### config.mk
export PLATFORM = sky130hd
export DESIGN_NAME = ctrl_top
export DESIGN_NICKNAME = d
export VERILOG_FILES = /design/src/hw/ctrl_pkg.sv /design/src/hw/insn_pipe.sv /design/src/hw/fetch_decode.sv /design/src/hw/exec_decode.sv /design/src/hw/operand_select.sv /design/src/hw/ctrl_top.sv
export SDC_FILE = /design/constraint.sdc
export NUM_CORES = 1
export LEC_CHECK = 0
export ABC_AREA = 1
export BUFFER_PORTS_ARGS = -buffer_cell sky130_fd_sc_hd__buf_2
export CORE_MARGIN = 1.5
export CORE_UTILIZATION = 44
export DETAILED_ROUTE_END_ITERATION = 10
export PLACE_DENSITY_LB_ADDON = 0.25
export SLEW_MARGIN = 25
export SYNTH_ARGS = -nofsm -noshare
export SYNTH_HDL_FRONTEND = slang
export SYNTH_SLANG_ARGS = --single-unit
### constraint.sdc
create_clock -name clk -period 1.72 [get_ports clk]
set_input_delay 0.344 -clock clk [delete_from_list [all_inputs] [get_ports clk]]
set_output_delay 0.344 -clock clk [all_outputs]
set_load 0.01 [all_outputs]
### src/hw/ctrl_pkg.sv
/*
 * decode control package
 * opcodes, operation encodings, selectors and the control words
 * shared by the instruction-decode block
 */

package ctrl_pkg;

	////////////////////////////////////////
	// widths and fixed values
	////////////////////////////////////////
	localparam int insn_w     = 32;
	localparam int reg_addr_w = 5;

	// jump-and-link writes here
	localparam logic [reg_addr_w-1:0] link_reg = 5'd9;

	// pipeline filler, nop with bit 16 set
	localparam logic [insn_w-1:0] nop_insn = {6'h05, 26'h041_0000};

	// rotate-right sub-op of shrot, bits 9:6
	localparam logic [3:0] shrot_ror = 4'd3;

	////////////////////////////////////////
	// major opcodes, bits 31:26
	////////////////////////////////////////
	typedef enum logic [5:0] {
		op_j       = 6'h00, op_jal   = 6'h01, op_bnf    = 6'h03, op_bf    = 6'h04,
		op_nop     = 6'h05, op_movhi = 6'h06, op_xsync  = 6'h08, op_rfe   = 6'h09,
		op_jr      = 6'h11, op_jalr  = 6'h12, op_lwz    = 6'h21, op_lws   = 6'h22,
		op_lbz     = 6'h23, op_lbs   = 6'h24, op_lhz    = 6'h25, op_lhs   = 6'h26,
		op_addi    = 6'h27, op_addic = 6'h28, op_andi   = 6'h29, op_ori   = 6'h2a,
		op_xori    = 6'h2b, op_mfspr = 6'h2d, op_sh_roti = 6'h2e, op_sfxxi = 6'h2f,
		op_mtspr   = 6'h30, op_sw    = 6'h35, op_sb     = 6'h36, op_sh    = 6'h37,
		op_alu     = 6'h38, op_sfxx  = 6'h39
	} opcode_e;

	// low values match register-form alu bits 4:0
	typedef enum logic [4:0] {
		alu_add   = 5'd0,  alu_addc = 5'd1,  alu_sub  = 5'd2,  alu_and  = 5'd3,
		alu_or    = 5'd4,  alu_xor  = 5'd5,  alu_mul  = 5'd6,  alu_shrot = 5'd8,
		alu_div   = 5'd9,  alu_divu = 5'd10, alu_mulu = 5'd11, alu_ffl1 = 5'd15,
		alu_movhi = 5'd16, alu_comp = 5'd17, alu_nop  = 5'd31
	} alu_op_e;

	typedef enum logic [2:0] {
		br_nop = 3'd0, br_j = 3'd1, br_jr = 3'd2, br_bf = 3'd4, br_bnf = 3'd5, br_rfe = 3'd6
	} branch_op_e;

	// bit 3 marks a store
	typedef enum logic [3:0] {
		lsu_nop = 4'b0000, lsu_lbz = 4'b0010, lsu_lbs = 4'b0011, lsu_lhz = 4'b0100,
		lsu_lhs = 4'b0101, lsu_lwz = 4'b0110, lsu_lws = 4'b0111, lsu_sb  = 4'b1010,
		lsu_sh  = 4'b1100, lsu_sw  = 4'b1110
	} lsu_op_e;

	typedef enum logic [1:0] {
		wb_alu = 2'd0, wb_lsu = 2'd1, wb_sprs = 2'd2, wb_lr = 2'd3
	} wb_src_e;

	typedef enum logic [1:0] {
		sel_src_rf = 2'd0, sel_src_imm = 2'd1, sel_src_ex_forw = 2'd2, sel_src_wb_forw = 2'd3
	} sel_e;

	////////////////////////////////////////
	// control words
	////////////////////////////////////////
	// write enable sits in bit 0
	typedef struct packed {
		wb_src_e src;
		logic    we;
	} rfwb_op_t;

	typedef struct packed {
		logic id_load;
		logic id_clear;
		logic ex_load;
		logic ex_clear;
		logic wb_load;
	} stage_en_t;

	typedef struct packed {
		alu_op_e                 alu_op;
		logic [3:0]              comp_op;
		rfwb_op_t                rfwb_op;
		logic [reg_addr_w-1:0]   rf_addrw;
		logic [insn_w-1:0]       simm;
		branch_op_e              branch_op;
		logic                    illegal;
		logic                    syscall;
		logic                    trap;
	} ex_ctrl_t;

	// bubble and reset value of the EX word
	localparam ex_ctrl_t ex_ctrl_idle = '{
		alu_op: alu_nop, comp_op: 4'd0, rfwb_op: '{src: wb_alu, we: 1'b0},
		rf_addrw: '0, simm: '0, branch_op: br_nop,
		illegal: 1'b0, syscall: 1'b0, trap: 1'b0
	};

endpackage

### src/hw/insn_pipe.sv
/*
 * instruction latches for the ID, EX and WB stages
 * also decides stage load and clear for the whole decode block
 */

`timescale 1ns/10ps

module insn_pipe (
	input  logic                        clk,
	input  logic                        reset,
	input  logic [ctrl_pkg::insn_w-1:0] if_insn,
	input  logic                        id_freeze,
	input  logic                        ex_freeze,
	input  logic                        wb_freeze,
	input  logic                        flush,
	output ctrl_pkg::stage_en_t         stage_en,
	output logic [ctrl_pkg::insn_w-1:0] id_insn,
	output logic [ctrl_pkg::insn_w-1:0] ex_insn,
	output logic [ctrl_pkg::insn_w-1:0] wb_insn
);
	import ctrl_pkg::*;

	////////////////////////////////////////
	// stage actions
	////////////////////////////////////////
	always_comb begin
		// flush beats the ID load
		stage_en.id_clear = flush;
		stage_en.id_load  = !id_freeze && !flush;
		// bubble when EX moves on but ID is held
		stage_en.ex_clear = flush || (!ex_freeze && id_freeze);
		stage_en.ex_load  = !ex_freeze && !stage_en.ex_clear;
		// WB keeps going through a flush
		stage_en.wb_load  = !wb_freeze;
	end

	////////////////////////////////////////
	// latches
	////////////////////////////////////////
	always_ff @(posedge clk) begin
		if (reset || stage_en.id_clear) begin
			id_insn <= nop_insn;
		end else if (stage_en.id_load) begin
			id_insn <= if_insn;
		end
	end

	always_ff @(posedge clk) begin
		if (reset || stage_en.ex_clear) begin
			ex_insn <= nop_insn;
		end else if (stage_en.ex_load) begin
			ex_insn <= id_insn;
		end
	end

	// frozen WB holds its insn
	always_ff @(posedge clk) begin
		if (reset) begin
			wb_insn <= nop_insn;
		end else if (stage_en.wb_load) begin
			wb_insn <= ex_insn;
		end
	end

endmodule

### src/hw/fetch_decode.sv
/*
 * fetch-time decode
 * branch op and immediate select, registered with id_insn
 */

`timescale 1ns/10ps

module fetch_decode (
	input  logic                        clk,
	input  logic                        reset,
	input  logic [ctrl_pkg::insn_w-1:0] if_insn,
	input  ctrl_pkg::stage_en_t         stage_en,
	output ctrl_pkg::branch_op_e        id_branch_op,
	output logic                        sel_imm
);
	import ctrl_pkg::*;

	opcode_e    if_op;
	branch_op_e branch_next;
	logic       imm_next;

	assign if_op = opcode_e'(if_insn[31:26]);

	always_comb begin
		case (if_op)
			op_j, op_jal:   branch_next = br_j;
			op_jr, op_jalr: branch_next = br_jr;
			op_bnf:         branch_next = br_bnf;
			op_bf:          branch_next = br_bf;
			op_rfe:         branch_next = br_rfe;
			default:        branch_next = br_nop;
		endcase
	end

	// register forms take operand B from the regfile
	always_comb begin
		case (if_op)
			op_jalr, op_jr, op_rfe, op_mfspr, op_mtspr, op_xsync,
			op_sw, op_sb, op_sh, op_alu, op_sfxx, op_nop:
				imm_next = 1'b0;
			default:
				imm_next = 1'b1;
		endcase
	end

	// cleared ID looks like the filler nop
	always_ff @(posedge clk) begin
		if (reset || stage_en.id_clear) begin
			id_branch_op <= br_nop;
			sel_imm      <= 1'b0;
		end else if (stage_en.id_load) begin
			id_branch_op <= branch_next;
			sel_imm      <= imm_next;
		end
	end

endmodule

### src/hw/exec_decode.sv
/*
 * ID-stage decode and registered EX control word
 * immediates, load/store op, alu and write-back ops,
 * illegal insn, syscall and trap
 */

`timescale 1ns/10ps

module exec_decode (
	input  logic                        clk,
	input  logic                        reset,
	input  logic [ctrl_pkg::insn_w-1:0] id_insn,
	input  ctrl_pkg::branch_op_e        id_branch_op,
	input  ctrl_pkg::stage_en_t         stage_en,
	input  logic                        du_hwbkpt,
	output logic [ctrl_pkg::insn_w-1:0] id_simm,
	output ctrl_pkg::lsu_op_e           id_lsu_op,
	output ctrl_pkg::ex_ctrl_t          ex_ctrl
);
	import ctrl_pkg::*;

	opcode_e  id_op;
	ex_ctrl_t ex_next;
	logic     alu_bad;

	assign id_op = opcode_e'(id_insn[31:26]);

	////////////////////////////////////////
	// ID stage, combinational
	////////////////////////////////////////
	always_comb begin
		case (id_op)
			op_addi, op_addic, op_xori, op_sfxxi,
			op_lwz, op_lws, op_lbz, op_lbs, op_lhz, op_lhs:
				id_simm = {{16{id_insn[15]}}, id_insn[15:0]};
			// spr number split across two fields
			op_mtspr:
				id_simm = {16'b0, id_insn[25:21], id_insn[10:0]};
			// store offset, same split but signed
			op_sw, op_sh, op_sb:
				id_simm = {{16{id_insn[25]}}, id_insn[25:21], id_insn[10:0]};
			default:
				id_simm = {16'b0, id_insn[15:0]};
		endcase
	end

	always_comb begin
		case (id_op)
			op_lwz:  id_lsu_op = lsu_lwz;
			op_lws:  id_lsu_op = lsu_lws;
			op_lbz:  id_lsu_op = lsu_lbz;
			op_lbs:  id_lsu_op = lsu_lbs;
			op_lhz:  id_lsu_op = lsu_lhz;
			op_lhs:  id_lsu_op = lsu_lhs;
			op_sw:   id_lsu_op = lsu_sw;
			op_sb:   id_lsu_op = lsu_sb;
			op_sh:   id_lsu_op = lsu_sh;
			default: id_lsu_op = lsu_nop;
		endcase
	end

	// no multiplier, divider, carry add, ffl1 or rotate here
	assign alu_bad = (id_insn[4:0] == alu_addc) || (id_insn[4:0] == alu_ffl1) ||
		(id_insn[4:0] == alu_div) || (id_insn[4:0] == alu_divu) ||
		(id_insn[4:0] == alu_mul) || (id_insn[4:0] == alu_mulu) ||
		((id_insn[4:0] == alu_shrot) && (id_insn[9:6] == shrot_ror));

	////////////////////////////////////////
	// next EX control word
	////////////////////////////////////////
	always_comb begin
		ex_next           = ex_ctrl_idle;
		ex_next.comp_op   = id_insn[24:21];
		ex_next.simm      = id_simm;
		ex_next.branch_op = id_branch_op;
		ex_next.rf_addrw  = id_insn[25:21];
		ex_next.syscall   = (id_op == op_xsync) && (id_insn[25:23] == 3'b000);
		ex_next.trap      = ((id_op == op_xsync) && (id_insn[25:23] == 3'b010)) || du_hwbkpt;
		case (id_op)
			op_jal, op_jalr: begin
				ex_next.rfwb_op  = '{src: wb_lr, we: 1'b1};
				ex_next.rf_addrw = link_reg;
			end
			op_movhi: begin
				ex_next.alu_op  = alu_movhi;
				ex_next.rfwb_op = '{src: wb_alu, we: 1'b1};
			end
			op_mfspr:
				ex_next.rfwb_op = '{src: wb_sprs, we: 1'b1};
			op_lwz, op_lws, op_lbz, op_lbs, op_lhz, op_lhs:
				ex_next.rfwb_op = '{src: wb_lsu, we: 1'b1};
			op_addi, op_addic, op_andi, op_ori, op_xori, op_sh_roti: begin
				ex_next.rfwb_op = '{src: wb_alu, we: 1'b1};
				case (id_op)
					op_addi:  ex_next.alu_op = alu_add;
					op_addic: ex_next.alu_op = alu_addc;
					op_andi:  ex_next.alu_op = alu_and;
					op_ori:   ex_next.alu_op = alu_or;
					op_xori:  ex_next.alu_op = alu_xor;
					default:  ex_next.alu_op = alu_shrot;
				endcase
			end
			// register-form alu op from the low field
			op_alu: begin
				ex_next.alu_op  = alu_op_e'({1'b0, id_insn[3:0]});
				ex_next.rfwb_op = '{src: wb_alu, we: 1'b1};
				ex_next.illegal = alu_bad;
			end
			op_sfxx, op_sfxxi:
				ex_next.alu_op = alu_comp;
			// legal, nothing to write back
			op_j, op_bnf, op_bf, op_jr, op_rfe, op_xsync, op_mtspr,
			op_sw, op_sb, op_sh, op_nop: ;
			default:
				ex_next.illegal = 1'b1;
		endcase
	end

	always_ff @(posedge clk) begin
		if (reset || stage_en.ex_clear) begin
			ex_ctrl <= ex_ctrl_idle;
		end else if (stage_en.ex_load) begin
			ex_ctrl <= ex_next;
		end
	end

endmodule

### src/hw/operand_select.sv
/*
 * operand forwarding select
 * picks regfile, immediate or a forwarded result for A and B
 */

`timescale 1ns/10ps

module operand_select (
	input  logic                        clk,
	input  logic                        reset,
	input  logic [ctrl_pkg::insn_w-1:0] id_insn,
	input  logic                        sel_imm,
	input  ctrl_pkg::ex_ctrl_t          ex_ctrl,
	input  ctrl_pkg::stage_en_t         stage_en,
	input  logic                        wbforw_valid,
	output ctrl_pkg::sel_e              sel_a,
	output ctrl_pkg::sel_e              sel_b
);
	import ctrl_pkg::*;

	logic [reg_addr_w-1:0] wb_rf_addrw;

	// write address one stage behind EX
	always_ff @(posedge clk) begin
		if (reset) begin
			wb_rf_addrw <= '0;
		end else if (stage_en.wb_load) begin
			wb_rf_addrw <= ex_ctrl.rf_addrw;
		end
	end

	// EX result wins over WB
	function automatic sel_e fwd_sel(input logic [reg_addr_w-1:0] src);
		if ((src == ex_ctrl.rf_addrw) && ex_ctrl.rfwb_op.we)
			return sel_src_ex_forw;
		else if ((src == wb_rf_addrw) && wbforw_valid)
			return sel_src_wb_forw;
		else
			return sel_src_rf;
	endfunction

	assign sel_a = fwd_sel(id_insn[20:16]);
	assign sel_b = sel_imm ? sel_src_imm : fwd_sel(id_insn[15:11]);

endmodule

### src/hw/ctrl_top.sv
/*
 * instruction-decode control, top level
 * latches, fetch decode, EX decode and forwarding select
 */

`timescale 1ns/10ps

module ctrl_top (
	input  logic                                clk,
	input  logic                                reset,
	input  logic [ctrl_pkg::insn_w-1:0]         if_insn,
	input  logic                                id_freeze,
	input  logic                                ex_freeze,
	input  logic                                wb_freeze,
	input  logic                                flush,
	input  logic                                wbforw_valid,
	input  logic                                du_hwbkpt,
	output logic [ctrl_pkg::insn_w-1:0]         id_insn,
	output logic [ctrl_pkg::insn_w-1:0]         ex_insn,
	output logic [ctrl_pkg::insn_w-1:0]         wb_insn,
	output logic [ctrl_pkg::reg_addr_w-1:0]     rf_addra,
	output logic [ctrl_pkg::reg_addr_w-1:0]     rf_addrb,
	output ctrl_pkg::branch_op_e                id_branch_op,
	output ctrl_pkg::lsu_op_e                   id_lsu_op,
	output logic [ctrl_pkg::insn_w-1:0]         id_simm,
	output ctrl_pkg::ex_ctrl_t                  ex_ctrl,
	output ctrl_pkg::sel_e                      sel_a,
	output ctrl_pkg::sel_e                      sel_b
);
	import ctrl_pkg::*;

	stage_en_t stage_en;
	logic      sel_imm;

	// regfile reads start straight from the fetched insn
	assign rf_addra = if_insn[20:16];
	assign rf_addrb = if_insn[15:11];

	////////////////////////////////////////
	// stages
	////////////////////////////////////////
	insn_pipe u_pipe (
		.clk(clk), .reset(reset), .if_insn(if_insn),
		.id_freeze(id_freeze), .ex_freeze(ex_freeze), .wb_freeze(wb_freeze),
		.flush(flush), .stage_en(stage_en),
		.id_insn(id_insn), .ex_insn(ex_insn), .wb_insn(wb_insn)
	);

	fetch_decode u_fetch (
		.clk(clk), .reset(reset), .if_insn(if_insn), .stage_en(stage_en),
		.id_branch_op(id_branch_op), .sel_imm(sel_imm)
	);

	exec_decode u_exec (
		.clk(clk), .reset(reset), .id_insn(id_insn), .id_branch_op(id_branch_op),
		.stage_en(stage_en), .du_hwbkpt(du_hwbkpt),
		.id_simm(id_simm), .id_lsu_op(id_lsu_op), .ex_ctrl(ex_ctrl)
	);

	// forwarding sees the live EX word
	operand_select u_opsel (
		.clk(clk), .reset(reset), .id_insn(id_insn), .sel_imm(sel_imm),
		.ex_ctrl(ex_ctrl), .stage_en(stage_en), .wbforw_valid(wbforw_valid),
		.sel_a(sel_a), .sel_b(sel_b)
	);

endmodule

## Word-level counts from Yosys, hierarchy flattened

Index checks and enable logic that the tools add are counted.

- Add/subtract/negate cells: 0
- Multiply operators: 0
- Divide/modulo/power cells: 0
- Magnitude comparators: 0
- Equality and inequality tests: 57
- Shift operators: 0
- Mux-type cells: 14
- Bitwise gates (word level): 0
- Reduce and logical (&&, ||, !) cells: 38

Operator list:

| cell | number |
|---|---|
| equality test 6 bit (second input constant) | 27 |
| case mux 32 bit (3 select lines) | 1 |
| case mux 4 bit (9 select lines) | 1 |
| equality test 6 x 3 -> 1 bit (second input constant) | 5 |
| OR reduction 29 bit | 1 |
| equality test 5 x 4 -> 1 bit (second input constant) | 5 |
| equality test 6 x 4 -> 1 bit (second input constant) | 4 |
| equality test 6 x 5 -> 1 bit (second input constant) | 4 |
| equality test 5 bit | 4 |
| case mux 4 bit (5 select lines) | 1 |
| case mux 5 bit (4 select lines) | 1 |
| case mux 3 bit (5 select lines) | 1 |
| equality test 6 x 1 -> 1 bit (second input constant) | 2 |
| equality test 6 x 2 -> 1 bit (second input constant) | 2 |
| logical NOT 6 bit | 2 |
| case mux 3 bit (4 select lines) | 1 |
| OR reduction 12 bit | 1 |
| OR reduction 6 bit | 2 |
| logical AND 1 bit | 10 |
| logical OR 1 bit | 10 |
| two-way mux 2 bit | 5 |
| OR reduction 10 bit | 1 |
| OR reduction 2 bit | 4 |
| OR reduction 8 bit | 1 |
| 10 further kinds | 13 |

- Register bits: 160
- Latch bits: 0
- RAM bits: 0
- Memory bits (read-only): 0
- Input bits: 40
- Output and inout port bits: 204
- Logic and storage cells: 125
- Memories kept: 0

## Longest topological paths before layout

Gate-level depths: netlist (run 1).

- Word-level depth: 8
- Mapped depth: 11
- Mapped depth without buffers: 11

## Cells and area by module

A second synthesis (run 1) with hierarchy kept.

- Cells, all modules: 979
- Area, all modules: 6851.6 um2

By module, submodules not included:

| module | times used | cells each | area an instance (um2) | seq. area each (um2) |
|---|---|---|---|---|
| insn_pipe | 1 | 430 | 3419.5 | 1921.8 |
| exec_decode | 1 | 370 | 2467.4 | 800.8 |
| operand_select | 1 | 108 | 556.8 | 100.1 |
| fetch_decode | 1 | 61 | 332.8 | 80.1 |
| ctrl_top | 1 | 10 | 75.1 | 0.0 |

## Worst setup path before layout (run 1)

OpenSTA, ideal clock, no wires.

- Path type: flip-flop to output port
- From: reg u_pipe.id_insn[31] (netlist bit)
- To: out id_simm[16] (netlist bit)
- Arrival: 1608 ps
- Required time: 1376 ps
- Slack: -232 ps
- Cell stages (with the launch flop): 11
- Buffers on the path: 2
- Cell sequence: dfxtp_1 > inv_1 > nor2_1 > buf_4 > nand3_1 > nand2_1 > nor2_1 > nand2_1 > nand2_1 > nand2_1 > buf_4

RTL lines:

| what | line | RTL |
|---|---|---|
| start: declaration | insn_pipe.sv:17 | `output logic [ctrl_pkg::insn_w-1:0] id_insn,` |
| start signal: assignment | insn_pipe.sv:42 | `id_insn <= nop_insn;` |
| start signal: assignment | insn_pipe.sv:44 | `id_insn <= if_insn;` |
| end: declaration | ctrl_top.sv:25 | `output logic [ctrl_pkg::insn_w-1:0] id_simm,` |

## Final worst setup path (run 1)

- From: reg u_pipe.id_insn[29] (netlist bit)
- To: out id_simm[26] (netlist bit)

- Word-level cells in the longest chain between the ends: 3
- Elaborated cells on any way between the ends: 17
- Classes of those cells: eq/ne (14); mux (1); reduce/logical (2)

RTL lines:

| what | line | RTL |
|---|---|---|
| equality test 6 bit | exec_decode.sv:32 | `case (id_op)` |
| OR reduction 10 bit / OR reduction 3 bit (equally long branches) | exec_decode.sv:32 |  |
| case mux 32 bit (3 select lines) * | exec_decode.sv:32 |  |

Mark *: on every way between the ends. The rest lies on a longest branch, timed or not.

==> impl_results.md, run 1 <==
- IO Port Bufs: 243
- CP Capture Type: primary output
- Clock sinks: 131
- Cells after Synth: 828
- Post-layout util: 63.52%
- Max-Slew Margin vs Limit: 73.62%
- Clock Skew: 7.482 ps
- Main combinational cell family by area after synthesis: compound AO/OA/AOI/OAI gates
- Synthesized area: 6200 µm²
- Xor/xnor share of the synthesized area: 0.9889%
- Multi-input logic area: 2779 µm²
- Max-cap check violation count: 0
- Dominant cells by area after synthesis: dfxtp_1 42%, buf_4 11%, o21ai_0 8.3%, nor2_1 6.8%, a21oi_1 6.5%
- Mux share of post-synthesis cell area: 0%
- Min Tclk post-route: 2119 ps
- FF-to-FF setup slack: -90 ps
- First-pass GRT wire length: 29.83 mm
- Fillers: 1237
- Yosys cell types: 42
- GR Overflow Total: 0
- Yosys top cell area share: 42.30%
- Post-Synth Adder-Cell Area: 0%
- Critical path, cell by cell: nor2_4 > buf_6 > nor2_1 > o21ai_1 > nand3_1 > nand2_1 > nand2_2 > nand2_4 > nand2_8 > buf_6
- Ports: 244
- Final hold violation count: 0
- Fmax: 472.0 MHz
- DRC viols: 0
- Vias in the first global route: 5747
- Compound-cell area share of the yosys netlist: 19.90%
- Total CTS buffers: 17
- Worst hold path depth: 3
- Hold_buf cts: 0
- Global Route Usage Sum: 26.06%
- R2R Path End: u_exec.ex_ctrl[2]$_SDFFE_PP0P_
- Final Worst Setup Slack: -398.6 ps
- Critical Path Max Stage Delay: 360 ps
- Synth Net Count: 868
- Register area: 2671 µm²
- Clock Pin Slew Worst Setup and Hold Paths: 60 ps
- Peak VDD IR: 641.4 µV
- Yosys top cell by area: dfxtp_1
- Die X: 121.7 µm
- Critical setup path kind: flop to primary output
- Nets: 1102
- Layout area overhead: 41.68%
- Synthesized-area fraction occupied by and/or/nand/nor cells: 19.11%
- Slew @ Worst Pin: 395.1 ps
- Critical path depth: 10
- CTS tree: done
- Diodes inserted: 0
- Top-count cell post-synth: dfxtp_1
- Setup violators final: 30
- Ys flop type: dfxtp_1
- Status: complete, but fails checks
- Startpoint type of the worst setup path: flop
- Final Max Tran Viols: 0
- Cell mode on critical path: buf_6
- Synth warnings: 0
- Synth cell count leaders: 131 x dfxtp_1, 112 x nor2_1, 103 x o21ai_0, 94 x buf_4, 91 x nand2_1
- Worst Path Arrival: 1770 ps
- RSZ-0062 raised after global routing: yes
- Wire per inst: 15.57 µm
- Final period utilization: 123.2%
- Largest net degree at the start of global routing: 38
- CTS H-tree lvls: 4
- Initial Util: 44.84%
- Clock tree buffer depth: 2
- Hold Path Origin: if_insn[22]
- CTS root buf: clkbuf_16
- Crit path buffers/inverters: 2
- Die extent in y: 121.7 µm
- FFs w/ async S/R, synth: 0%
- Average size of a mapped cell: 7.488 µm²
- Area of the die: 14810 µm²
- Hold endpoint: u_pipe.id_insn[22]$_SDFFE_PP1P_
- Detailed Route WL: 19.54 mm
- Reg-to-Reg Start: u_pipe.id_insn[28]$_SDFFE_PP1P_
- Site row count: 43
- Delay-heaviest family, CP: simple AND/OR/NAND/NOR gates
- Worst-case reg-to-reg path depth: 13
- Initial antenna violation count: 0
- Pwr Density: 921.5 nW/µm²
- Pleak: 0.004401 µW
- Dpl hpwl: 13.84 mm
- Critical path peak fanout: 8
- Share of cells above drive strength 1: 44.47%
- Hold Crit Class: input port to flop
- WP data required: 1380 ps
- Area of the core: 13830 µm²
- GPL Wtd Cong: 0.9253
- Register area share after synthesis: 42.30%
- Drt via density: 5.033
- Post-synth EDFFs: 0
- Worst-skew pair later-pin latency: 410 ps
- Vias: 6317
- Router iterations before antenna repair: 5
- Pwr Total: 8094 µW
- CP max-delay cell: dfxtp_4
- DR iter-0 viols: 367
- Failing checks: negative setup slack
- Antenna Violating Nets Remaining: 0
- Synthesized flop and latch total: 131
how the worst max path moves through the flow:
stage                                         start           to  slack (ps)
global placement    u_pipe.id_insn[28]$_SDFFE_PP1P_  id_simm[20]           8
finish              u_pipe.id_insn[29]$_SDFFE_PP0P_  id_simm[26]        -400
floorplan           u_pipe.id_insn[29]$_SDFFE_PP0P_  id_simm[16]           3
global route        u_pipe.id_insn[29]$_SDFFE_PP0P_  id_simm[26]        -470
detailed placement  u_pipe.id_insn[31]$_SDFFE_PP0P_  id_simm[21]         -30
CTS                 u_pipe.id_insn[28]$_SDFFE_PP1P_  id_simm[21]        -380
per-layer routing:
metal / vias up / global-route usage [%] / routed length, µm
li1: 3132 / - / -
met1: 2968 / 35.41 / 8829
met2: 196 / 40.43 / 9327
met3: 21 / 5.197 / 1076
met4: 0 / 10.81 / 301
met5: - / 0 / 0
registers in the layout (all words and copies together), names as in the netlist:
| register | cells |
|---|---|
| u_pipe.id_insn | 32 |
| u_pipe.wb_insn | 32 |
| u_fetch.sel_imm | 1 |
| u_pipe.ex_insn | 32 |
| u_fetch.id_branch_op | 3 |
| u_exec.ex_ctrl | 26 |
| u_opsel.wb_rf_addrw | 5 |
worst register-to-register path, stage by stage, from the launching register on:
cell and delay (ps):
dfxtp_4 380, nor2_4 40, buf_6 130, buf_4 140
nand3_4 130, nand2_4 100, buf_6 130, buf_4 120
buf_4 130, nor2_4 90, nand3_1 80, nor2_1 100
nand2_1 70, a21oi_2 100
stage by stage:
stage	hold slack, ps	setup WS (ps)	instance area [µm²]	TNS, ps	instances
finish	150.4	-398.6	8783	-9415	1255
detailed placement	452.2	-26.19	7346	-320.8	1190
global route	153.5	-474.1	8783	-11630	1255
global placement	446.8	7.523	7346	0	1190
CTS	134.7	-376.4	8477	-9050	1247
floorplan	456.8	3.178	6211	0	828
cell families after synthesis:
family                 count (synthesis)
AO/OA/AOI/OAI                        226
XOR/XNOR                               7
buffers and inverters                191
flip-flops                           131
AND/OR/NAND/NOR                      273
repair_timing:
action                                 in CTS  in global routing
endpoints found under the hold margin       0                  0
setup endpoints to repair                  29                 33
setup buffers                              23                  8
resized for setup                          88                 60
pin swaps                                  22                 21
gates cloned                                2                  0
area by class of cell:
cell class | count | area share (%)
multi-input cells | 508 | 31.64
inverters | 64 | 2.906
clock inverters | 7 | 1.610
flip-flops and latches | 131 | 30.41
repair buffers | 340 | 25.00
clock buffers | 25 | 5.869
well taps | 180 | 2.564
cell usage in the layout (no fill, tap or decap), types with 16 or more instances in the layout:
cell	count
nand2_2	16
buf_2	221
buf_6	39
nor2_1	108
clkbuf_16	17
buf_4	76
dfxtp_1	110
inv_1	43
nand3_1	27
a21oi_1	79
o21ai_0	102
nand2_1	73
power by group:
group / internal, µW / switching (µW)
sequential: 3120 / 84.5
combinational: 384 / 528
clock: 2660 / 1310
total: 6170 / 1920
No activity file was read; power rests on OpenSTA's default activity.
==> run 2, diff against run 1 <==
--- a/config.mk
+++ b/config.mk
@@ -8,7 +8,7 @@
 export ABC_AREA = 1
 export BUFFER_PORTS_ARGS = -buffer_cell sky130_fd_sc_hd__buf_2
 export CORE_MARGIN = 1.5
-export CORE_UTILIZATION = 44
+export CORE_UTILIZATION = 49
 export DETAILED_ROUTE_END_ITERATION = 10
 export PLACE_DENSITY_LB_ADDON = 0.25
 export SLEW_MARGIN = 25
==> constraint.sdc (replaced) <==
create_clock -name clk -period 2.4 [get_ports clk]
set_input_delay 0.48 -clock clk [delete_from_list [all_inputs] [get_ports clk]]
set_output_delay 0.48 -clock clk [all_outputs]
set_load 0.01 [all_outputs]
==> impl_results.md, run 2 (synthesized netlist as in run 1, its figures left out) <==
- Final Max Tran Viols: 0
- Fmax: 430.4 MHz
- Pwr Total: 5551 µW
- CP Capture Type: primary output
- Top flop regs: u_pipe.ex_insn (32), u_pipe.id_insn (32), u_pipe.wb_insn (32)
- Total CTS buffers: 17
- Largest net degree at the start of global routing: 41
- WP data required: 1920 ps
- Max-Slew Margin vs Limit: 69.73%
- Peak VDD IR: 412.8 µV
- Slew @ Worst Pin: 453.4 ps
- Router iterations before antenna repair: 7
- Share of cells above drive strength 1: 34.87%
- DR iter-0 viols: 513
- Commonest non-fill, non-tap cell in the layout: buf_2
- Nets: 1025
- Post-layout util: 62.93%
- Status: completed
- Critical setup path kind: flop to primary output
- Clock tree buffer depth: 2
- RSZ-0062 raised after global routing: yes
- Clock Pin Slew Worst Setup and Hold Paths: 60 ps
- Most frequent cells in the layout: 243 x buf_2, 126 x dfxtp_1, 109 x nor2_1
- Ports: 244
- Initial antenna violation count: 0
- Antenna Violating Nets Remaining: 0
- Critical path, cell by cell: inv_1 > nor2_4 > clkdlybuf4s15_2 > nand3_1 > nand2_1 > nor2_2 > o311ai_1 > buf_2
- CP max-delay cell: dfxtp_4
- CTS H-tree lvls: 4
- Pleak: 0.003897 µW
- Setup violators final: 0
- Initial Util: 50.98%
- Max-cap check violation count: 0
- Critical path peak fanout: 7
- Pwr Density: 725.2 nW/µm²
- Site row count: 40
- Layout area overhead: 23.45%
- IO Port Bufs: 243
- Min Tclk post-route: 2324 ps
- GR Overflow Total: 0
- Vias in the first global route: 5253
- Area of the die: 13340 µm²
- Final period utilization: 96.81%
- Drt via density: 5.124
- Detailed Route WL: 18.04 mm
- Clock sinks: 131
- Dpl hpwl: 13.21 mm
- Die extent in y: 115.5 µm
- Hold Crit Class: input port to flop
- Crit path buffers/inverters: 3
- Worst-skew pair later-pin latency: 420 ps
- Global Route Usage Sum: 26.41%
- Clock Skew: 8.038 ps
- DRC viols: 0
- Critical Path Max Stage Delay: 360 ps
- Die X: 115.5 µm
- Startpoint type of the worst setup path: flop
- CTS tree: done
- Diodes inserted: 0
- Vias: 5975
- Final hold violation count: 0
- First-pass GRT wire length: 27.21 mm
- Area of the core: 12160 µm²
- Wire per inst: 15.47 µm
- GPL Wtd Cong: 0.8940
- Delay-heaviest family, CP: buffers and inverters
- CTS root buf: clkbuf_16
- Worst Path Arrival: 1840 ps
run 2: cell count changes in the layout (fill, tap and decap cells not counted), sizes merged:
cell / before / now
clkbuf: 25 / 18
bufinv: 4 / 3
inv: 64 / 66
buf: 340 / 263
nand2: 97 / 96
clkdlybuf4s15: 0 / 1
clkinv: 2 / 6
clkinvlp: 1 / 3
run 2: where the power goes:
group          internal, µW  switching (µW)  total (µW)
combinational           200             339         539
clock                  1670            1030        2710
sequential             2240            62.6        2300
run 2: path summary, 6_finish.rpt:
path	startpoint	end	slack [ps]	depth (start not counted)
worst min-delay path	if_insn[23]	u_pipe.id_insn[23]$_SDFFE_PP0P_	270	3
worst max register to register	u_pipe.id_insn[31]$_SDFFE_PP0P_	u_exec.ex_ctrl[43]$_SDFFE_PP0P_	690	10
worst max-delay path	u_pipe.id_insn[31]$_SDFFE_PP0P_	id_lsu_op[1]	80	8
worst min register to register	u_exec.ex_ctrl[47]$_SDFFE_PP0P_	u_exec.ex_ctrl[47]$_SDFFE_PP0P_	460	2
run 2: metrics by stage:
stage	std cells	cell area [µm²]	TNS (ps)	hold WS, ps	setup slack, ps
final	1166	7654	0	265.5	76.47
after global routing	1166	7654	-597.0	299.5	-59.98
after CTS	1159	7525	0	263.0	4.731
after detailed placement	1127	6887	0	450.8	138.8
after global placement	1127	6887	0	447.7	194.4
after floorplan	828	6200	0	456.8	311.7
run 2: what timing repair did:
action | in CTS | in global routing
hold buffers | 0 | 0
resized for setup | 9 | 23
pin swaps | 0 | 7
gates cloned | 0 | 2
setup endpoints to repair | 21 | 22
buffers inserted | 0 | 5
run 2: area by class of cell:
class                   count  area [µm²]
well taps                 168       210.2
repair buffers            264        1381
clock inverters            14       177.7
clock buffers              18       439.2
inverters                  64       240.2
fillers                  1151        4508
multi-input cells         507        2566
flip-flops and latches    131        2639
run 2: tightest hold or removal path, stage by stage:
cell    delay, ps
buf_2          70
nor2_1         30
nor2_1         60
run 2: routing by layer:
metal / up-vias / GRT usage [%] / part of all wire, %
met2: 241 / 40.99 / 45
met3: 37 / 5.962 / 6.8
met1: 2727 / 36.05 / 46
met4: 0 / 9.794 / 2.5
met5: - / 0 / 0
li1: 2970 / - / -
==> run 3, diff against run 2 <==
--- a/config.mk
+++ b/config.mk
@@ -11,6 +11,7 @@
 export CORE_UTILIZATION = 49
 export DETAILED_ROUTE_END_ITERATION = 10
 export PLACE_DENSITY_LB_ADDON = 0.25
+export RECOVER_POWER = 25
 export SLEW_MARGIN = 25
 export SYNTH_ARGS = -nofsm -noshare
 export SYNTH_HDL_FRONTEND = slang
==> impl_results.md, run 3 (synthesized netlist as in run 1, its figures left out) <==
- IO Port Bufs: 243
- Site row count: 40
- CTS root buf: clkbuf_16
- DR iter-0 viols: 494
- Final hold violation count: 0
- Area of the die: 13340 µm²
- RSZ-0062 raised after global routing: yes
- Critical path, cell by cell: inv_1 > nor2_4 > clkdlybuf4s15_2 > nand3_1 > nand2_1 > nor2_2 > o311ai_1 > buf_2
- Final Max Tran Viols: 0
- Antenna Violating Nets Remaining: 0
- Hold Crit Class: input port to flop
- Clock tree buffer depth: 2
- Layout area overhead: 22.97%
- Slew @ Worst Pin: 1358 ps
- Nets: 1025
- Initial antenna violation count: 0
- Critical path peak fanout: 7
- Clock Pin Slew Worst Setup and Hold Paths: 60 ps
- Min Tclk post-route: 2319 ps
- Clock Skew: 9.756 ps
- CP max-delay cell: dfxtp_4
- Total CTS buffers: 17
- Hold_buf cts: 0
- Final instance area: 7624 µm²
- Max-cap check violation count: 0
- Pleak: 0.003856 µW
- DRC viols: 0
- Worst-case reg-to-reg path depth: 10
- Drt via density: 5.103
- Setup violators final: 0
- Largest net degree at the start of global routing: 41
- Clock sinks: 131
- CTS tree: done
- Reg-to-Reg Start: u_pipe.id_insn[31]$_SDFFE_PP0P_
- Area after DPL: 6887 µm²
- Status: completed
- Fmax: 431.2 MHz
- Startpoint type of the worst setup path: flop
- CTS H-tree lvls: 4
- Share of cells above drive strength 1: 33.37%
- Dpl hpwl: 13.21 mm
- Top flop regs: u_pipe.ex_insn (32), u_pipe.id_insn (32), u_pipe.wb_insn (32)
- Router iterations before antenna repair: 5
- Final period utilization: 96.63%
- Die X: 115.5 µm
- Worst-skew pair later-pin latency: 420 ps
- Hold Path Origin: if_insn[23]
- Area of the core: 12160 µm²
- Critical Path Max Stage Delay: 360 ps
- Max-Slew Margin vs Limit: 9.470%
- Fillers: 1161
- Vias: 5950
- Vias in the first global route: 5253
- Peak VDD IR: 414.3 µV
- Critical setup path kind: flop to primary output
- First-pass GRT wire length: 27.21 mm
- Setup TNS: 0 ps
- Detailed Route WL: 18.08 mm
- Wire per inst: 15.51 µm
- Dpl ws: 138.8 ps
- Initial Util: 50.98%
- Pwr Density: 727.7 nW/µm²
- Crit path from: u_pipe.id_insn[31]$_SDFFE_PP0P_
- WP data required: 1920 ps
- Final Worst Setup Slack: 80.97 ps
- CP Capture Type: primary output
- Worst hold path depth: 3
- Commonest non-fill, non-tap cell in the layout: buf_2
- Most frequent cells in the layout: 231 x buf_2, 126 x dfxtp_1, 110 x nor2_1
- GPL Wtd Cong: 0.8940
- Worst Path Arrival: 1840 ps
- Die extent in y: 115.5 µm
- GR Overflow Total: 0
- WHS: 263.8 ps
- Pwr Total: 5548 µW
- Global Route Usage Sum: 26.41%
- Ports: 244
- Diodes inserted: 0
## run 3: cell count changes in the layout (fill, tap and decap cells not counted)
cell      before  now
buf_4         19   17
nor2_1       109  110
nor2_4        11   10
buf_2        243  231
clkbuf_1       0   14
## run 3: what timing repair did
| item | in CTS | in global routing |
|---|---|---|
| resized for setup | 9 | 23 |
| gates cloned | 0 | 2 |
| setup buffers | 0 | 5 |
| pin swaps | 0 | 7 |
| endpoints found under the setup margin | 21 | 22 |
| hold endpoints to repair | 0 | 0 |
## run 3: final cells by class
type	count	area (µm²)	share of cell area, %
Sequential cell	131	2639	34.61
Clock inverter	14	177.7	2.331
Timing Repair Buffer	264	1359	17.82
Clock buffer	18	439.2	5.761
Tap cell	168	210.2	2.757
Inverter	64	240.2	3.151
Multi-Input combinational cell	507	2559	33.56
## run 3: routing by layer
metal	up-vias	GRT usage, %	routed length [µm]
met5	-	0	0
met4	0	9.794	417
met3	31	5.962	1272
met2	246	40.99	8179
met1	2703	36.05	8210
li1	2970	-	-
## run 3: path summary, 6_finish.rpt
path	endpoint	slack, ps
setup / recovery	id_lsu_op[1]	80
hold / removal	u_pipe.id_insn[23]$_SDFFE_PP0P_	260
setup reg to reg	u_exec.ex_ctrl[43]$_SDFFE_PP0P_	690
hold reg to reg	u_exec.ex_ctrl[47]$_SDFFE_PP0P_	460
## run 3: critical path: cells and delay by family (launching register included)
kind,cells,cell delay (ps)
flip-flops,1,360
AO/OA/AOI/OAI,1,130
AND/OR/NAND/NOR,4,400
buffers and inverters,3,510
## run 3: stage by stage
step	utilization (%)	instances
floorplan	-	828
global placement	56.63	1127
detailed placement	56.63	1127
CTS	61.87	1159
global route	62.69	1166
finish	62.69	1166
## run 3: power by group
part | internal, µW | switching (µW)
clock network | 1670 | 1040
registers | 2240 | 62.5
logic | 196 | 339
total | 4110 | 1440
